<file path="config.mk">
export PLATFORM = sky130hd
export DESIGN_NAME = aud_recorder_top
export DESIGN_NICKNAME = d
export VERILOG_FILES = /design/src/design/aud_pkg.sv /design/src/design/aud_recorder_top.sv /design/src/design/aud_sram_port.sv /design/src/design/aud_dsp.sv /design/src/design/aud_recorder.sv /design/src/design/aud_ctrl.sv
export SDC_FILE = /design/constraint.sdc
export NUM_CORES = 1
export LEC_CHECK = 0
export BUFFER_PORTS_ARGS = -buffer_cell sky130_fd_sc_hd__buf_2
export CORE_ASPECT_RATIO = 2
export CORE_MARGIN = 4
export CORE_UTILIZATION = 64
export DETAILED_ROUTE_END_ITERATION = 10
export GPL_TIMING_DRIVEN = 1
export HOLD_SLACK_MARGIN = 0.12
export PLACE_DENSITY_LB_ADDON = 0.05
export SKIP_CTS_REPAIR_TIMING = 1
export SLEW_MARGIN = 10
export SYNTH_ARGS = -nofsm -noshare
export SYNTH_HDL_FRONTEND = slang
export SYNTH_HIERARCHICAL = 1
export SYNTH_SLANG_ARGS = --single-unit
</file>
<file path="constraint.sdc">
create_clock -name i_clk -period 143.7 [get_ports i_clk]
set_input_delay 0 -clock i_clk [delete_from_list [all_inputs] [get_ports i_clk]]
set_output_delay 0 -clock i_clk [all_outputs]
set_load 0.005 [all_outputs]
</file>
<file path="src/design/aud_pkg.sv">
`default_nettype none

package aud_pkg;

	localparam int SAMPLE_W = 16;

	// controller modes, as shown on o_mode
	typedef enum logic [2:0] {
		MODE_STOP       = 3'd0,
		MODE_RECD       = 3'd1,
		MODE_RECD_PAUSE = 3'd2,
		MODE_PLAY       = 3'd3,
		MODE_PLAY_PAUSE = 3'd4
	} aud_mode_e;

	typedef enum logic [1:0] {
		SPD_NORMAL    = 2'd0,
		SPD_FAST      = 2'd1,
		SPD_SLOW_HOLD = 2'd2,
		SPD_SLOW_LERP = 2'd3
	} spd_kind_e;

	// factor 0 behaves as 1
	typedef struct packed {
		spd_kind_e  kind;
		logic [3:0] factor;
	} play_cfg_t;

	// recorder write request, addr is zero-extended from ADDR_W
	typedef struct packed {
		logic                wr;
		logic [19:0]         addr;
		logic [SAMPLE_W-1:0] wdata;
	} sram_req_t;

endpackage

`default_nettype wire
</file>
<file path="src/design/aud_recorder_top.sv">
`default_nettype none

module aud_recorder_top #(
	parameter int ADDR_W        = 20,
	parameter int TICKS_PER_SEC = 32000
) (
	input  logic                          i_clk,
	input  logic                          i_rst_n,
	input  logic                          i_key_rec,
	input  logic                          i_key_play,
	input  logic                          i_key_stop,
	input  aud_pkg::play_cfg_t            i_play_cfg,
	input  logic                          i_sample_tick,
	input  logic [aud_pkg::SAMPLE_W-1:0]  i_adc_sample,
	input  logic [aud_pkg::SAMPLE_W-1:0]  i_sram_rdata,
	output logic [ADDR_W-1:0]             o_sram_addr,
	output logic [aud_pkg::SAMPLE_W-1:0]  o_sram_wdata,
	output logic                          o_sram_we_n,
	output logic [aud_pkg::SAMPLE_W-1:0]  o_dac_sample,
	output logic                          o_dac_valid,
	output aud_pkg::aud_mode_e            o_mode,
	output logic [5:0]                    o_record_time,
	output logic [5:0]                    o_play_time
);

	import aud_pkg::*;

	aud_mode_e           mode;
	play_cfg_t           play_cfg;
	sram_req_t           rec_req;
	logic [ADDR_W:0]     rec_len;
	logic                rec_done;
	logic                play_done;
	logic                rd_en;
	logic [ADDR_W-1:0]   rd_addr;
	logic [SAMPLE_W-1:0] rd_data;

	aud_ctrl #(
		.TICKS_PER_SEC(TICKS_PER_SEC)
	) u_ctrl (
		.i_clk         (i_clk),
		.i_rst_n       (i_rst_n),
		.i_key_rec     (i_key_rec),
		.i_key_play    (i_key_play),
		.i_key_stop    (i_key_stop),
		.i_play_cfg    (i_play_cfg),
		.i_sample_tick (i_sample_tick),
		.i_rec_done    (rec_done),
		.i_play_done   (play_done),
		.o_mode        (mode),
		.o_play_cfg    (play_cfg),
		.o_record_time (o_record_time),
		.o_play_time   (o_play_time)
	);

	aud_recorder #(
		.ADDR_W(ADDR_W)
	) u_recorder (
		.i_clk         (i_clk),
		.i_rst_n       (i_rst_n),
		.i_mode        (mode),
		.i_sample_tick (i_sample_tick),
		.i_adc_sample  (i_adc_sample),
		.o_req         (rec_req),
		.o_rec_len     (rec_len),
		.o_done        (rec_done)
	);

	aud_dsp #(
		.ADDR_W(ADDR_W)
	) u_dsp (
		.i_clk         (i_clk),
		.i_rst_n       (i_rst_n),
		.i_mode        (mode),
		.i_play_cfg    (play_cfg),
		.i_sample_tick (i_sample_tick),
		.i_rec_len     (rec_len),
		.o_rd_en       (rd_en),
		.o_rd_addr     (rd_addr),
		.i_rd_data     (rd_data),
		.o_dac_sample  (o_dac_sample),
		.o_dac_valid   (o_dac_valid),
		.o_done        (play_done)
	);

	aud_sram_port #(
		.ADDR_W(ADDR_W)
	) u_sram_port (
		.i_clk         (i_clk),
		.i_rst_n       (i_rst_n),
		.i_req         (rec_req),
		.i_rd_en       (rd_en),
		.i_rd_addr     (rd_addr),
		.o_rd_data     (rd_data),
		.o_sram_addr   (o_sram_addr),
		.o_sram_wdata  (o_sram_wdata),
		.o_sram_we_n   (o_sram_we_n),
		.i_sram_rdata  (i_sram_rdata)
	);

	assign o_mode = mode;

endmodule

`default_nettype wire

</file>
<file path="src/design/aud_sram_port.sv">
`default_nettype none

module aud_sram_port #(
	parameter int ADDR_W = 20
) (
	input  logic                          i_clk,
	input  logic                          i_rst_n,
	input  aud_pkg::sram_req_t            i_req,
	input  logic                          i_rd_en,
	input  logic [ADDR_W-1:0]             i_rd_addr,
	output logic [aud_pkg::SAMPLE_W-1:0]  o_rd_data,
	output logic [ADDR_W-1:0]             o_sram_addr,
	output logic [aud_pkg::SAMPLE_W-1:0]  o_sram_wdata,
	output logic                          o_sram_we_n,
	input  logic [aud_pkg::SAMPLE_W-1:0]  i_sram_rdata
);

	logic [aud_pkg::SAMPLE_W-1:0] rd_q;

	// writer owns the bus only in its tick cycle
	assign o_sram_addr  = i_req.wr ? i_req.addr[ADDR_W-1:0] : i_rd_addr;
	assign o_sram_wdata = i_req.wdata;
	assign o_sram_we_n  = ~i_req.wr;

	// async read settles within the strobe cycle
	always_ff @(posedge i_clk or negedge i_rst_n) begin
		if (!i_rst_n)
			rd_q <= '0;
		else if (i_rd_en)
			rd_q <= i_sram_rdata;
	end

	assign o_rd_data = rd_q;

endmodule

`default_nettype wire

</file>
<file path="src/design/aud_dsp.sv">
`default_nettype none

module aud_dsp #(
	parameter int ADDR_W = 20
) (
	input  logic                          i_clk,
	input  logic                          i_rst_n,
	input  aud_pkg::aud_mode_e            i_mode,
	input  aud_pkg::play_cfg_t            i_play_cfg,
	input  logic                          i_sample_tick,
	input  logic [ADDR_W:0]               i_rec_len,
	output logic                          o_rd_en,
	output logic [ADDR_W-1:0]             o_rd_addr,
	input  logic [aud_pkg::SAMPLE_W-1:0]  i_rd_data,
	output logic [aud_pkg::SAMPLE_W-1:0]  o_dac_sample,
	output logic                          o_dac_valid,
	output logic                          o_done
);

	import aud_pkg::*;

	localparam int JW = ADDR_W + 1;

	aud_mode_e                  prev_mode;
	logic                       start;
	logic                       tick_play;
	logic [3:0]                 fact;
	logic [JW-1:0]              j_r;
	logic [JW-1:0]              cur_j;
	logic [JW-1:0]              step;
	logic [JW-1:0]              j_next;
	logic [3:0]                 phase_r;
	logic [3:0]                 cur_phase;
	logic [3:0]                 phase_next;
	logic                       adv;
	logic                       last;
	// stage 1 has the address on the bus, stage 2 has the read data
	logic                       s1_vld;
	logic                       s1_adv;
	logic                       s1_last;
	logic [3:0]                 s1_phase;
	logic                       s2_vld;
	logic                       s2_adv;
	logic                       s2_last;
	logic [3:0]                 s2_phase;
	logic [ADDR_W-1:0]          rd_addr_r;
	logic [SAMPLE_W-1:0]        prev_smp;
	logic signed [SAMPLE_W:0]   diff;
	logic signed [SAMPLE_W+4:0] prod;
	logic signed [SAMPLE_W+4:0] quot;
	logic signed [SAMPLE_W+4:0] lerp_sum;

	assign start     = (i_mode == MODE_PLAY) && (prev_mode == MODE_STOP);
	assign tick_play = (i_mode == MODE_PLAY) && i_sample_tick;
	assign fact      = (i_play_cfg.factor == 4'd0) ? 4'd1 : i_play_cfg.factor;
	assign cur_j     = start ? '0 : j_r;
	assign cur_phase = start ? '0 : phase_r;

	// per-frame stepping of the source index
	always_comb begin
		step       = JW'(1);
		adv        = 1'b1;
		phase_next = '0;
		case (i_play_cfg.kind)
			SPD_FAST: step = JW'(fact);
			SPD_SLOW_HOLD, SPD_SLOW_LERP: begin
				adv        = (cur_phase == fact - 4'd1);
				step       = adv ? JW'(1) : '0;
				phase_next = adv ? 4'd0 : cur_phase + 4'd1;
			end
			default: step = JW'(1);
		endcase
		j_next = cur_j + step;
		last   = adv && (j_next >= i_rec_len);
	end

	always_ff @(posedge i_clk or negedge i_rst_n) begin
		if (!i_rst_n) begin
			prev_mode <= MODE_STOP;
			j_r       <= '0;
			phase_r   <= '0;
			rd_addr_r <= '0;
			s1_vld    <= 1'b0;
			s1_adv    <= 1'b0;
			s1_last   <= 1'b0;
			s1_phase  <= '0;
			s2_vld    <= 1'b0;
			s2_adv    <= 1'b0;
			s2_last   <= 1'b0;
			s2_phase  <= '0;
		end else begin
			prev_mode <= i_mode;
			s1_vld    <= tick_play;
			s2_vld    <= s1_vld;
			s2_adv    <= s1_adv;
			s2_last   <= s1_last;
			s2_phase  <= s1_phase;
			if (tick_play) begin
				j_r       <= j_next;
				phase_r   <= phase_next;
				rd_addr_r <= cur_j[ADDR_W-1:0];
				s1_adv    <= adv;
				s1_last   <= last;
				s1_phase  <= cur_phase;
			end else if (start) begin
				j_r     <= '0;
				phase_r <= '0;
			end
		end
	end

	// s[j-1], zero before the first sample
	always_ff @(posedge i_clk) begin
		if (start)
			prev_smp <= '0;
		else if (s2_vld && s2_adv)
			prev_smp <= i_rd_data;
	end

	// signed division truncates toward zero
	assign diff = $signed({i_rd_data[SAMPLE_W-1], i_rd_data})
		- $signed({prev_smp[SAMPLE_W-1], prev_smp});
	assign prod     = diff * $signed({1'b0, s2_phase});
	assign quot     = prod / $signed({1'b0, fact});
	assign lerp_sum = $signed(prev_smp) + quot;

	assign o_dac_sample = (i_play_cfg.kind == SPD_SLOW_LERP) ?
		lerp_sum[SAMPLE_W-1:0] : i_rd_data;
	// a frame caught by a pause is not shown, but its done still counts
	assign o_dac_valid  = s2_vld && (i_mode == MODE_PLAY);
	assign o_done       = s2_vld && s2_last;
	assign o_rd_en      = s1_vld;
	assign o_rd_addr    = rd_addr_r;

endmodule

`default_nettype wire

</file>
<file path="src/design/aud_recorder.sv">
`default_nettype none

module aud_recorder #(
	parameter int ADDR_W = 20
) (
	input  logic                          i_clk,
	input  logic                          i_rst_n,
	input  aud_pkg::aud_mode_e            i_mode,
	input  logic                          i_sample_tick,
	input  logic [aud_pkg::SAMPLE_W-1:0]  i_adc_sample,
	output aud_pkg::sram_req_t            o_req,
	output logic [ADDR_W:0]               o_rec_len,
	output logic                          o_done
);

	import aud_pkg::*;

	localparam logic [ADDR_W:0] LAST = {1'b0, {ADDR_W{1'b1}}};

	aud_mode_e       prev_mode;
	logic [ADDR_W:0] len_r;
	logic [ADDR_W:0] cur_len;
	logic            start;
	logic            wr;

	// a fresh take starts at address zero, even on its first cycle
	assign start   = (i_mode == MODE_RECD) && (prev_mode == MODE_STOP);
	assign cur_len = start ? '0 : len_r;
	assign wr      = (i_mode == MODE_RECD) && i_sample_tick;

	always_comb begin
		o_req                   = '0;
		o_req.wr                = wr;
		o_req.addr[ADDR_W-1:0]  = cur_len[ADDR_W-1:0];
		o_req.wdata             = i_adc_sample;
	end

	// write into the top address ends the take
	assign o_done = wr && (cur_len == LAST);

	always_ff @(posedge i_clk or negedge i_rst_n) begin
		if (!i_rst_n) begin
			prev_mode <= MODE_STOP;
			len_r     <= '0;
		end else begin
			prev_mode <= i_mode;
			if (start || wr)
				len_r <= cur_len + {{ADDR_W{1'b0}}, wr};
		end
	end

	assign o_rec_len = len_r;

endmodule

`default_nettype wire

</file>
<file path="src/design/aud_ctrl.sv">
`default_nettype none

module aud_ctrl #(
	parameter int TICKS_PER_SEC = 32000
) (
	input  logic                i_clk,
	input  logic                i_rst_n,
	input  logic                i_key_rec,
	input  logic                i_key_play,
	input  logic                i_key_stop,
	input  aud_pkg::play_cfg_t  i_play_cfg,
	input  logic                i_sample_tick,
	input  logic                i_rec_done,
	input  logic                i_play_done,
	output aud_pkg::aud_mode_e  o_mode,
	output aud_pkg::play_cfg_t  o_play_cfg,
	output logic [5:0]          o_record_time,
	output logic [5:0]          o_play_time
);

	import aud_pkg::*;

	localparam int TW = (TICKS_PER_SEC > 1) ? $clog2(TICKS_PER_SEC) : 1;
	localparam logic [TW-1:0] TICK_LAST = TW'(TICKS_PER_SEC - 1);

	logic [2:0]    key_q;
	logic [2:0]    key_qq;
	logic [2:0]    key_rise;
	logic          rec_edge;
	logic          play_edge;
	logic          stop_edge;
	aud_mode_e     mode_r;
	aud_mode_e     mode_nx;
	play_cfg_t     cfg_r;
	logic          rec_start;
	logic          play_start;
	// seconds in the upper six bits, frames within the second below
	logic [TW+5:0] rec_cnt;
	logic [TW+5:0] play_cnt;

	function automatic logic [TW+5:0] time_step(input logic [TW+5:0] cnt);
		logic [TW+5:0] nxt;
		nxt = cnt;
		if (cnt[TW-1:0] == TICK_LAST) begin
			nxt[TW-1:0]    = '0;
			nxt[TW+5:TW]   = cnt[TW+5:TW] + 6'd1;
		end else begin
			nxt[TW-1:0]    = cnt[TW-1:0] + 1'b1;
		end
		return nxt;
	endfunction

	// edge seen one cycle after the key is first sampled high
	assign key_rise  = key_q & ~key_qq;
	assign rec_edge  = key_rise[0];
	assign play_edge = key_rise[1];
	assign stop_edge = key_rise[2];

	always_comb begin
		mode_nx = mode_r;
		case (mode_r)
			MODE_STOP: begin
				if (rec_edge)
					mode_nx = MODE_RECD;
				else if (play_edge)
					mode_nx = MODE_PLAY;
			end
			MODE_RECD: begin
				if (i_rec_done || stop_edge)
					mode_nx = MODE_STOP;
				else if (rec_edge)
					mode_nx = MODE_RECD_PAUSE;
			end
			MODE_RECD_PAUSE: begin
				if (i_rec_done || stop_edge)
					mode_nx = MODE_STOP;
				else if (rec_edge)
					mode_nx = MODE_RECD;
			end
			MODE_PLAY: begin
				if (i_play_done || stop_edge)
					mode_nx = MODE_STOP;
				else if (play_edge)
					mode_nx = MODE_PLAY_PAUSE;
			end
			MODE_PLAY_PAUSE: begin
				// last frame may still land while paused
				if (i_play_done || stop_edge)
					mode_nx = MODE_STOP;
				else if (play_edge)
					mode_nx = MODE_PLAY;
			end
			default: mode_nx = MODE_STOP;
		endcase
	end

	assign rec_start  = (mode_r == MODE_STOP) && (mode_nx == MODE_RECD);
	assign play_start = (mode_r == MODE_STOP) && (mode_nx == MODE_PLAY);

	always_ff @(posedge i_clk or negedge i_rst_n) begin
		if (!i_rst_n) begin
			key_q    <= '0;
			key_qq   <= '0;
			mode_r   <= MODE_STOP;
			cfg_r    <= '{kind: SPD_NORMAL, factor: 4'd1};
			rec_cnt  <= '0;
			play_cnt <= '0;
		end else begin
			key_q  <= {i_key_stop, i_key_play, i_key_rec};
			key_qq <= key_q;
			mode_r <= mode_nx;
			if (play_start)
				cfg_r <= i_play_cfg;

			if (rec_start)
				rec_cnt <= '0;
			else if (i_sample_tick && mode_r == MODE_RECD)
				rec_cnt <= time_step(rec_cnt);

			if (play_start)
				play_cnt <= '0;
			else if (i_sample_tick && mode_r == MODE_PLAY)
				play_cnt <= time_step(play_cnt);
		end
	end

	assign o_mode        = mode_r;
	assign o_play_cfg    = cfg_r;
	assign o_record_time = rec_cnt[TW+5:TW];
	assign o_play_time   = play_cnt[TW+5:TW];

endmodule

`default_nettype wire

</file>
[After elaboration in Yosys (flattened, before gate mapping)]
Cells that the tools add are included.
Storage, ports and cells
  register bits: 172
  bits in latches: 0
  RAM bits: 0
  bits in read-only memories: 0
  input port bits: 44
  output and inout port bits: 69
  word-level logic and storage cells: 108
  memories: 0
Cells by class
  $add $sub $neg: 10
  $mul: 1
  div/mod/pow operators: 1
  order comparisons: 1
  equal/unequal tests: 13
  shift-type cells: 0
  multiplexer cells: 31
  bitwise logic cells: 3
  reductions and logical operators: 24
Operators with widths (number)
  2-to-1 mux 21 bit: 7
  case mux 21 bit (2 select lines): 1
  adder 15 x 1 -> 15 bit (second input constant): 2
  equality test 15 bit (second input constant): 2
  2-to-1 mux 15 bit: 2
  2-to-1 mux 3 bit: 9
  adder 21 x 1 -> 21 bit: 1
  adder 21 bit: 1
  divider 21 x 5 -> 21 bit: 1
  equality test 21 x 20 -> 1 bit (second input constant): 1
  greater-or-equal comparator 21 bit: 1
  multiplier 17 x 5 -> 21 bit: 1
  2-to-1 mux 20 bit: 1
  2-to-1 mux 4 bit: 5
  subtractor 16 x 16 -> 17 bit: 1
  adder 16 bit: 1
  2-to-1 mux 16 bit: 1
  case mux 3 bit (5 select lines): 1
  adder 6 x 1 -> 6 bit (second input constant): 2
  2-to-1 mux 6 bit: 2
  logical AND 1 bit: 11
  equality test 3 x 2 -> 1 bit (second input constant): 3
  nonzero test 2 bit: 4
  equality test 3 x 1 -> 1 bit (second input constant): 2
  other kinds (15): 21

[Depth between registers and ports, before layout]
Gate-level depths: netlist (run 1).
  depth in word-level cells: 12
  mapped depth: 263
  depth with buffers taken out: 251

[Modules after synthesis]
The synthesis (run 1) kept the hierarchy.
By module, submodules not included
  aud_dsp: times used 1, cells each 2221, area each 16592.2 sq um, sequential area each 1871.8 sq um
  aud_ctrl: times used 1, cells each 334, area each 3041.7 sq um, sequential area each 1427.6 sq um
  aud_recorder: times used 1, cells each 145, area each 1412.6 sq um, sequential area each 600.6 sq um
  aud_sram_port: times used 1, cells each 73, area each 1013.5 sq um, sequential area each 400.4 sq um

[Worst setup path before layout (run 1)]
Ideal clock, no wire load.
  path kind: flip-flop to output port
  start: reg u_dsp.prev_smp[1]
  end: out o_dac_sample[15] in the netlist's numbering
  arrival: 47.161 ns
  required time: 143.700 ns
  path slack: 96.539 ns
  cell stages (with the launch flop): 252
  buffers on the path: 12
  cells stage by stage: dfxtp_1 inv_1 ha_1 nor2b_1 o21ai_0 nand2b_1 a21o_1 a21o_1 a21o_1 a21o_1 a21o_1 a21o_1 a21o_1 a21o_1 a21o_1 a21o_1 a21o_1 a21oi_1 [216 not listed] ha_1 a21o_1 a21o_1 a21o_1 a21oi_1 o21bai_1 a21oi_1 o21bai_1 a21oi_1 o21bai_1 a21oi_1 o21bai_1 a21oi_1 o21bai_1 a21oi_1 xnor2_1 and3_1 o31ai_1
Between the ends
  longest elaborated chain between the ends: 5
RTL lines
  start, declared: line aud_dsp.sv:47  | logic [SAMPLE_W-1:0] prev_smp;
  start signal, assigned: line aud_dsp.sv:117  | prev_smp <= i_rd_data;
  subtractor 16 x 16 -> 17 bit: line aud_dsp.sv:122  | - $signed({prev_smp[SAMPLE_W-1], prev_smp});
  multiplier 17 x 5 -> 21 bit: line aud_dsp.sv:123  | assign prod = diff * $signed({1'b0, s2_phase});
  divider 21 x 5 -> 21 bit: line aud_dsp.sv:124  | assign quot = prod / $signed({1'b0, fact});
  adder 16 bit *: line aud_dsp.sv:125  | assign lerp_sum = $signed(prev_smp) + quot;
  2-to-1 mux 16 bit *: line aud_dsp.sv:127  | assign o_dac_sample = (i_play_cfg.kind == SPD_SLOW_LERP) ?
  end, declared: line aud_recorder_top.sv:19  | output logic [aud_pkg::SAMPLE_W-1:0] o_dac_sample,
Mark *: on every way between the ends. The rest lies on a longest branch, timed or not.

[Worst setup path in the final report (run 1)]
Ends and elaborated chain as after synthesis.

==> results of run 1 <==
[registers in the layout, summed over array words and instances, names as in the netlist, 6 cells and up]
signal	count
u_ctrl/rec_cnt	21
u_dsp/o_rd_addr	20
u_ctrl/play_cnt	21
u_ctrl/o_play_cfg	6
u_recorder/o_rec_len	21
u_sram_port/o_rd_data	16
u_dsp/prev_smp	16
u_dsp/j_r	21
[layout make-up]
cell class / instances / area, um^2
flip-flops and latches: 175 / 4300
multi-input cells: 2319 / 16500
clock inverters: 13 / 141
clock buffers: 19 / 464
inverters: 158 / 593
well taps: 441 / 552
repair buffers: 132 / 902
fillers: 2896 / 10800
[placed cells by master, fill, tap and decap left out, types with 15 or more instances in the layout]
cell / count
nor2_1: 187
nand2_1: 317
or3_1: 15
o211ai_1: 23
nand3_1: 96
nor3_1: 83
o31ai_1: 22
xnor2_1: 108
o21ai_1: 23
fa_1: 37
mux2i_1: 29
a211oi_1: 18
and4_1: 18
a21o_1: 57
and2_1: 86
buf_2: 79
dfxtp_1: 16
o21ai_0: 158
inv_1: 157
nand4_1: 41
o21a_1: 61
a31oi_1: 46
clkbuf_16: 18
ha_1: 183
xor2_1: 70
a21oi_1: 177
dfrtp_1: 158
or2_2: 15
and3_1: 39
nand2b_1: 35
mux2_2: 46
nor2b_1: 29
dlygate4sd3_1: 42
[critical path, delay by kind of cell (launching register included)]
kind / cells / cell delay (ns)
AOI/OAI and AO/OA: 119 / 26.03
xor gates and xnor gates: 3 / 1.04
adders and majority gates: 28 / 8.92
buffers and inverters: 8 / 0.68
DFF: 1 / 0.45
muxes: 3 / 1.07
and+or+nand+nor: 80 / 17.03
[how the worst max path moves through the flow]
stage                     slack [ns]          endpoint  cells after the start               from
final                          87.95  o_dac_sample[15]                    241  u_dsp/prev_smp[1]
after global routing           83.52  o_dac_sample[15]                    242  u_dsp/prev_smp[1]
after CTS                      88.62  o_dac_sample[15]                    240  u_dsp/prev_smp[1]
after detailed placement       89.22  o_dac_sample[15]                    241  u_dsp/prev_smp[1]
after global placement         91.35  o_dac_sample[15]                    240  u_dsp/prev_smp[1]
after floorplan                96.54  o_dac_sample[15]                    251  u_dsp/prev_smp[1]
[metal layers]
| layer | global-route usage | part of all wire | routed length, um | vias to the layer above |
|---|---|---|---|---|
| li1 | - | - | - | 10091 |
| met1 | 0.315 | 0.31 | 21900 | 10377 |
| met2 | 0.694 | 0.54 | 38400 | 844 |
| met3 | 0.0555 | 0.045 | 3160 | 402 |
| met4 | 0.301 | 0.10 | 7210 | 0 |
| met5 | 0 | 0 | 0 | - |
[kinds of logic after synthesis]
family | synth area share
muxes | 0.0467
DFF | 0.195
AOI/OAI and AO/OA | 0.232
xor gates and xnor gates | 0.0743
adders and majority gates | 0.138
buffers and inverters | 0.0583
and+or+nand+nor | 0.256
[metrics by stage]
stage	worst slack, ns	std cells	utilization	hold WS (ns)	instance area [um^2]
3_5_place_dp	89.22	3183	0.655	0.0000346	22400
4_1_cts	88.62	3215	0.672	-0.345	23000
2_1_floorplan	96.54	2773	-	-0.296	22100
5_1_grt	83.52	3257	0.685	0.137	23400
6_report	87.95	3257	0.685	0.109	23400
3_3_place_gp	91.35	3183	0.655	0.0000346	22400
[Yosys cell counts (all sizes together) (70+ instances only)]
library cell  instances
nand2               319
nor2                190
ha                  183
o21ai               183
a21oi               180
dfrtp               158
inv                 157
xnor2               110
nand3                97
nor3                 95
and2                 88
xor2                 70
==> run_results.csv, run 1 <==
group,metric,value,unit
worst_setup_path,worstReg2RegEnd,"u_dsp/s1_last",
floorplan,die_h,271,um
worst_setup_path,worstRegToRegCells,29,
yosys,synthesis.yosys.warnings,6,
worst_setup_path,critPathRequiredTime,143.70,ns
timing,rsz0062_at_grt,"false",
timing,slew_viol_final,0,
clock_network,tritoncts_sinks,175,
drt,final_routed_wirelength,70700,um
drt,dr_total_vias,21714,
yosys,synth_top_cell_by_area,"dfrtp_1",
drt,detail_route.drc_violations,0,
global_route,globalRouteTotalUtil,0.360,
timing,totalNegativeSetupSlack,0,ns
yosys,synth.area.top_cells,"dfrtp_1 (18%), ha_1 (10%), nand2_1 (5.4%), xnor2_1 (4.3%), a21oi_1 (4.0%)",
worst_setup_path,cp_slowest_stage_delay,0.82,ns
outcome,run_status,"complete, no violations",
clock_network,worst_setup_hold_path_clk_slew,0.08,ns
finish,fin_nets,3067,
place,hpwl_after_dpl,55700,um
worst_setup_path,endpoint_kind,"output port",
place,gp_congestion,1.08,
timing,finalWorstPathRequiredPeriod,55.75,ns
hold_path,holdPathStages,5,
floorplan,design.die.area,0.0377,mm^2
yosys,proportion_of_netlist_area_held_by_the_largest_area_contributor,0.179,
yosys,number_of_nets_in_the_synthesized_netlist,3037,
floorplan,die_width,139,um
clock_network,cts_root_buffer,"clkbuf_16",
worst_setup_path,worstReg2RegStart,"u_ctrl/o_mode[1]",
worst_setup_path,regToRegSetupSlack,136.32,ns
global_route,vias_in_the_first_global_route,21800,
hold_path,min_delay_worst_endpoint,"u_ctrl/rec_cnt[15]",
floorplan,core_region_area,0.0342,mm^2
clock_network,insertion_delay,0.44,ns
global_route,globalRouteOverflowTotal,0,
yosys,post_synthesis_register_bit_count,175,
worst_setup_path,crit_top_cell,"a21oi_1",
clock_network,cts_tree,"yes",
timing,hold_viol,0,
clock_network,number_of_buffers_created_by_cts,17,
yosys,syn-instance-count,2773,
finish,post_route_cells_drive_above_1_share,0.104,
drt,detailedRoute.firstPassIterationCount,7,
yosys,ys_seq_area_frac,0.195,
finish,area_growth,6.23,%
global_route,maximum_number_of_pins_on_one_net_before_global_route_repair,97,
worst_setup_path,timing.critical_path.arrival,55.75,ns
clock_network,clk_path_buf_depth,2,
yosys,synth-edff-count,0,
timing,clock_skew,0.0101,ns
drt,drt-initial-drc-count,1253,
floorplan,row_count,96,
drt,average_wire_per_standard_cell,21.7,um
finish,antenna_cells_inserted,0,
hold_path,hold_start,"i_sample_tick",
floorplan,top_level_ports,113,
yosys,postSynth.asyncResetShare,0.909,
worst_setup_path,critPathLaunchType,"flip-flop",
worst_setup_path,timing.critical_path.fanout_max,27,
timing,transition_time_of_the_tightest_slew_check_pin,1.28,ns
drt,ant_nets,0,
drt,via_density,6.67,
global_route,antenna_found_initial,1,
yosys,synth_area,0.0221,mm^2
timing,slew_headroom,0.125,
yosys,synth-main-ff-cell,"dfrtp_1",
worst_setup_path,cpMaxStageDelayCell,"o21ai_1",
worst_setup_path,timing.setup.critical_path_class,"flip-flop to output port",
yosys,postSynthAreaPerCell,7.96,um^2
clock_network,h-tree-depth,4,
job,max_cap_viol_count,0,
timing,fmax,0.0179,GHz
place,numPortBuffers,80,
yosys,yosysUniqueCellTypes,139,
timing,post-route-period-util,0.388,
global_route,grt_first_pass_wirelength,110000,um
timing,report.final.setup_viol,0,
hold_path,worst_hold_path_type,"input port to flip-flop",
floorplan,start_util,0.644,
Power of run 1 is not shown: default switching activity piles up to over one toggle a cycle in this logic, so the estimate is an artifact.
==> run 2: changes to the inputs <==
ABC_AREA = 1   (was not set)
clock period = 56.9 ns   (was 143.7 ns; I/O delays follow)
==> run 2 against run 1 <==
Net effect:
- synthesized area up 7.5%
- hold slack better by 0.045 ns
- sequential share of layout area down 1.1 points
- first-iteration DRC count up 12%
- design area up 6.7%
- critical endpoint unchanged
- count of clock-buffer cells in the layout down 1
- setup slack worse by 78 ns
- routed wire length up 2.4%
- final cell count up 33%
- sequential cell count unchanged
==> run_results.csv, run 2 <==
group,metric,value,unit
worst_setup_path,critPathRequiredTime,56.90,ns
finish,filler_cell_count,3334,
drt,final_routed_wirelength,72300,um
worst_setup_path,setup.worst_path.start,"u_dsp/prev_smp[1]",
timing,fmax,0.0212,GHz
clock_network,clk_path_buf_depth,2,
worst_setup_path,critPathLaunchType,"flip-flop",
clock_network,insertion_delay,0.45,ns
yosys,ys_seq_area_frac,0.181,
place,gp_congestion,1.00,
yosys,post_synthesis_register_bit_count,175,
yosys,synth-main-ff-cell,"dfrtp_1",
yosys,synth_most_common_cell,"nand2_1",
clock_network,cts_tree,"yes",
outcome,run_status,"complete, no violations",
worst_setup_path,cp_slowest_stage_delay,0.51,ns
yosys,yosysUniqueCellTypes,67,
yosys,number_of_nets_in_the_synthesized_netlist,4091,
finish,antenna_cells_inserted,0,
worst_setup_path,worstReg2RegStart,"u_ctrl/o_mode[0]",
global_route,globalRouteTotalUtil,0.350,
global_route,vias_in_the_first_global_route,24718,
finish,layout.cells.most_common,"nand2_1",
timing,rsz0062_at_grt,"false",
worst_setup_path,crit_top_cell,"nand2_1",
finish,area_growth,5.45,%
floorplan,core_region_area,0.0365,mm^2
drt,drt-initial-drc-count,1403,
yosys,synth-edff-count,0,
finish,layout_common_cells,"nand2_1 (1,142), inv_1 (546), nor2_1 (378), nand3_1 (283), ha_1 (183)",
timing,clock_skew,0.0127,ns
worst_setup_path,endpoint_kind,"output port",
floorplan,design.die.area,0.0404,mm^2
timing,slew_headroom,0.357,
worst_setup_path,regToRegSetupSlack,49.91,ns
floorplan,top_level_ports,113,
yosys,synth.area.top_cells,"nand2_1 (18%), dfrtp_1 (17%), ha_1 (9.7%), inv_1 (8.6%), nor2_1 (6.0%)",
global_route,grt_first_pass_wirelength,115000,um
global_route,maximum_number_of_pins_on_one_net_before_global_route_repair,89,
finish,fin_nets,4138,
drt,dr_total_vias,24994,
timing,slew_viol_final,0,
clock_network,worst_setup_hold_path_clk_slew,0.08,ns
worst_setup_path,timing.critical_path.arrival,47.18,ns
yosys,synth.cells.most_frequent,"nand2_1 (1,142), inv_1 (546), nor2_1 (379), nand3_1 (283), ha_1 (183)",
finish,post-route-util,0.684,
yosys,syn-instance-count,3827,
floorplan,start_util,0.649,
place,hpwl_after_dpl,57500,um
timing,hold_viol,0,
worst_setup_path,timing.critical_path.fanout_max,27,
job,max_cap_viol_count,0,
clock_network,h-tree-depth,4,
drt,detail_route.drc_violations,0,
drt,average_wire_per_standard_cell,16.7,um
clock_network,tritoncts_sinks,175,
finish,post_route_cells_drive_above_1_share,0.103,
timing,report.final.setup_viol,0,
floorplan,die_width,144,um
worst_setup_path,cpMaxStageDelayCell,"fa_1",
timing,post-route-period-util,0.829,
clock_network,cts_root_buffer,"clkbuf_16",
place,numPortBuffers,80,
drt,detailedRoute.firstPassIterationCount,6,
floorplan,row_count,99,
timing,finalWorstPathRequiredPeriod,47.18,ns
drt,ant_nets,0,
hold_path,worst_hold_path_type,"input port to asynchronous set/reset pin",
timing,totalNegativeSetupSlack,0,ns
yosys,postSynth.asyncResetShare,0.909,
yosys,synth_top_cell_by_area,"nand2_1",
drt,via_density,5.76,
yosys,synthesis.yosys.warnings,6,
floorplan,die_h,280,um
global_route,antenna_found_initial,0,
yosys,postSynthAreaPerCell,6.19,um^2
timing,transition_time_of_the_tightest_slew_check_pin,0.961,ns
global_route,globalRouteOverflowTotal,0,
yosys,synth_area,0.0237,mm^2
yosys,proportion_of_netlist_area_held_by_the_largest_area_contributor,0.181,
worst_setup_path,timing.setup.critical_path_class,"flip-flop to output port",
clock_network,number_of_buffers_created_by_cts,17,
==> run 2: area by class of cell <==
class | count | area, um^2 | area share
multi-input combinational | 2940 | 16300 | 0.654
clock inverter | 14 | 164 | 0.00656
sequential | 175 | 4300 | 0.172
clock buffer | 18 | 429 | 0.0172
timing repair buffer | 132 | 905 | 0.0362
tap | 454 | 568 | 0.0227
inverter | 608 | 2290 | 0.0916
==> run 2: metal layers <==
layer / vias to the layer above / track usage / share of wire
met5: - / 0 / 0
met1: 11492 / 0.329 / 0.33
li1: 12196 / - / -
met3: 389 / 0.0472 / 0.048
met2: 917 / 0.647 / 0.52
met4: 0 / 0.296 / 0.10
==> run 2: worst paths after layout <==
| kind | depth (start not counted) | to |
|---|---|---|
| max | 274 | o_dac_sample[15] |
| min reg2reg | 0 | u_dsp/s2_phase[0] |
| max reg2reg | 29 | u_dsp/s1_last |
| max in group asynchronous | 3 | u_dsp/o_rd_addr[12] |
| min in group i_clk | 2 | u_ctrl/key_q[0] |
| min | 2 | u_ctrl/play_cnt[7] |
==> run 2: kinds of logic after synthesis <==
kind of cell | count (synthesis) | synth area share
AND/OR/NAND/NOR | 2168 | 0.413
flip-flops | 175 | 0.181
AO/OA/AOI/OAI | 405 | 0.0942
adder cells (fa/ha/maj) | 220 | 0.128
buffers and inverters | 712 | 0.130
XOR/XNOR | 147 | 0.0543
==> run 2: stage by stage <==
| step | hold WS, ns | cell area, um^2 | instances | worst slack, ns |
|---|---|---|---|---|
| final | 0.154 | 25000 | 4341 | 9.72 |
| after global routing | 0.206 | 25000 | 4341 | 4.69 |
| after CTS | -0.367 | 24600 | 4298 | 10.26 |
| after detailed placement | 0.0000381 | 24000 | 4266 | 11.00 |
| after global placement | 0.0000381 | 24000 | 4266 | 13.05 |
| after floorplan | -0.296 | 23700 | 3827 | 18.32 |
==> run 2: worst max-delay path, delay by kind of cell, from the launching register on <==
family / cells / cell delay (ns)
AOI/OAI and AO/OA: 74 / 13.55
and+or+nand+nor: 120 / 16.74
buffers and inverters: 48 / 5.60
xor gates and xnor gates: 4 / 1.02
adders and majority gates: 28 / 9.15
DFF: 1 / 0.46
Power of run 2 is left out for the same reason.
==> run 3: changes to the inputs <==
clock period = 47.6 ns   (was 56.9 ns; I/O delays follow)
==> run 3 against run 2 <==
Net effect:
- final cell count rose by 0.23%
- sequential cell count unchanged
- non-clock buffer count is 9 higher
- via count down 0.22%
- first-iteration DRC count shrank 8.8%
- design area up 1.0%
- critical endpoint unchanged
- highest routed layer unchanged
==> run_results.csv, run 3 (synthesis gave the netlist of run 2 again) <==
group,metric,value,unit
outcome,run_status,"complete, no violations",
worst_setup_path,timing.setup.critical_path_class,"flip-flop to output port",
drt,met2WireLength,38800,um
worst_setup_path,cp_slowest_stage_delay,0.51,ns
finish,area_growth,6.52,%
worst_setup_path,timing.critical_path.fanout_max,27,
clock_network,cts_tree,"yes",
floorplan,start_util,0.649,
finish,filler_cell_count,3297,
worst_setup_path,endpoint_kind,"output port",
floorplan,design.die.area,0.0404,mm^2
finish,fin_nets,4148,
worst_setup_path,critPathRequiredTime,47.60,ns
worst_setup_path,cpLargestDelayFamily,"simple AND/OR/NAND/NOR gates",
timing,slew_viol_final,0,
drt,final_routed_wirelength,73000,um
worst_setup_path,crit_top_cell,"nand2_1",
place,placement.setup.worst_slack,1.72,ns
global_route,grt_first_pass_wirelength,114000,um
worst_setup_path,critPathLaunchType,"flip-flop",
drt,drt-initial-drc-count,1280,
clock_network,clk_path_buf_depth,2,
timing,finalWorstPathRequiredPeriod,43.32,ns
clock_network,worst_setup_hold_path_clk_slew,0.08,ns
drt,detailedRoute.firstPassIterationCount,6,
finish,antenna_cells_inserted,0,
timing,final.setup.worst_slack,4.28,ns
floorplan,row_count,99,
drt,ant_nets,0,
floorplan,core_region_area,0.0365,mm^2
drt,detail_route.drc_violations,0,
worst_setup_path,cpMaxStageDelayCell,"fa_1",
global_route,vias_in_the_first_global_route,24703,
floorplan,die_width,144,um
place,place_inst,4267,
floorplan,top_level_ports,113,
finish,layout.cells.most_common,"nand2_1",
timing,post-route-period-util,0.910,
finish,layout_common_cells,"nand2_1 (1,142), inv_1 (545), nor2_1 (373), nand3_1 (283), ha_1 (183)",
timing,hold_viol,0,
timing,transition_time_of_the_tightest_slew_check_pin,0.909,ns
finish,seqCellArea,0.00430,mm^2
timing,slew_headroom,0.393,
drt,average_wire_per_standard_cell,16.8,um
hold_path,worst_hold_path_type,"input port to flip-flop",
global_route,globalRouteOverflowTotal,0,
job,max_cap_viol_count,0,
timing,clock_skew,0.0141,ns
place,numPortBuffers,80,
clock_network,cts_root_buffer,"clkbuf_16",
drt,m1WireLength,24700,um
timing,fmax,0.0231,GHz
worst_setup_path,critPathBufInv,45,
finish,post_route_cells_drive_above_1_share,0.110,
drt,highest_layer,"met4",
clock_network,insertion_delay,0.44,ns
finish,layoutNonFillerInstCount,4351,
clock_network,tritoncts_sinks,175,
global_route,globalRouteTotalUtil,0.349,
timing,hold_ws,0.204,ns
floorplan,die_h,280,um
finish,post-route-util,0.691,
place,gp_congestion,1.02,
clock_network,number_of_buffers_created_by_cts,17,
drt,dr_total_vias,24939,
drt,met3RoutedLength,2960,um
place,hpwl_after_dpl,57700,um
worst_setup_path,timing.critical_path.arrival,43.32,ns
drt,via_density,5.73,
global_route,antenna_found_initial,0,
clock_network,h-tree-depth,4,
global_route,maximum_number_of_pins_on_one_net_before_global_route_repair,98,
timing,report.final.setup_viol,0,
finish,multi_input_logic_area,0.0165,mm^2
-- run 3: worst reg2reg max path: cells and delay by family (launching register included) --
kind                     cells  cell delay, ns
adder cells (fa/ha/maj)      2            0.54
buffers and inverters        3            0.71
XOR/XNOR                     2            0.24
AO/OA/AOI/OAI                5            0.89
flip-flops                   1            0.63
AND/OR/NAND/NOR             17            3.51
-- run 3: final timing paths --
kind | slack (ns) | cells past startpoint | endpoint | start
worst min-delay path | 0.20 | 2 | u_ctrl/key_q[0] | i_key_rec
worst max register to register | 41.02 | 29 | u_dsp/s1_last | u_ctrl/o_mode[0]
worst max-delay path | 4.28 | 269 | o_dac_sample[15] | u_sram_port/o_rd_data[2]
min in group asynchronous | 0.21 | 2 | u_ctrl/play_cnt[13] | i_rst_n
max in group asynchronous | 45.94 | 3 | u_dsp/o_rd_addr[12] | i_rst_n
worst min register to register | 0.38 | 0 | u_dsp/s2_phase[1] | u_dsp/s1_phase[1]
-- run 3: per-stage QoR --
step	TNS, ns	area, um^2
after floorplan	0	23700
after global placement	0	24000
after detailed placement	0	24000
after CTS	0	24600
after global routing	-0.0305	25300
final	0	25300
-- run 3: area by class of cell --
class,count,share of cell area
clock buffer,17,0.0168
clock inverter,15,0.00823
inverter,608,0.0911
multi-input combinational,2941,0.652
sequential,175,0.170
tap,454,0.0225
timing repair buffer,141,0.0385
-- run 3: routing by layer --
metal,global-route usage,vias to the layer above
met5,0,-
met2,0.657,837
met1,0.332,11539
met4,0.266,0
met3,0.0409,341
li1,-,12222
Power of run 3 is left out for the same reason.
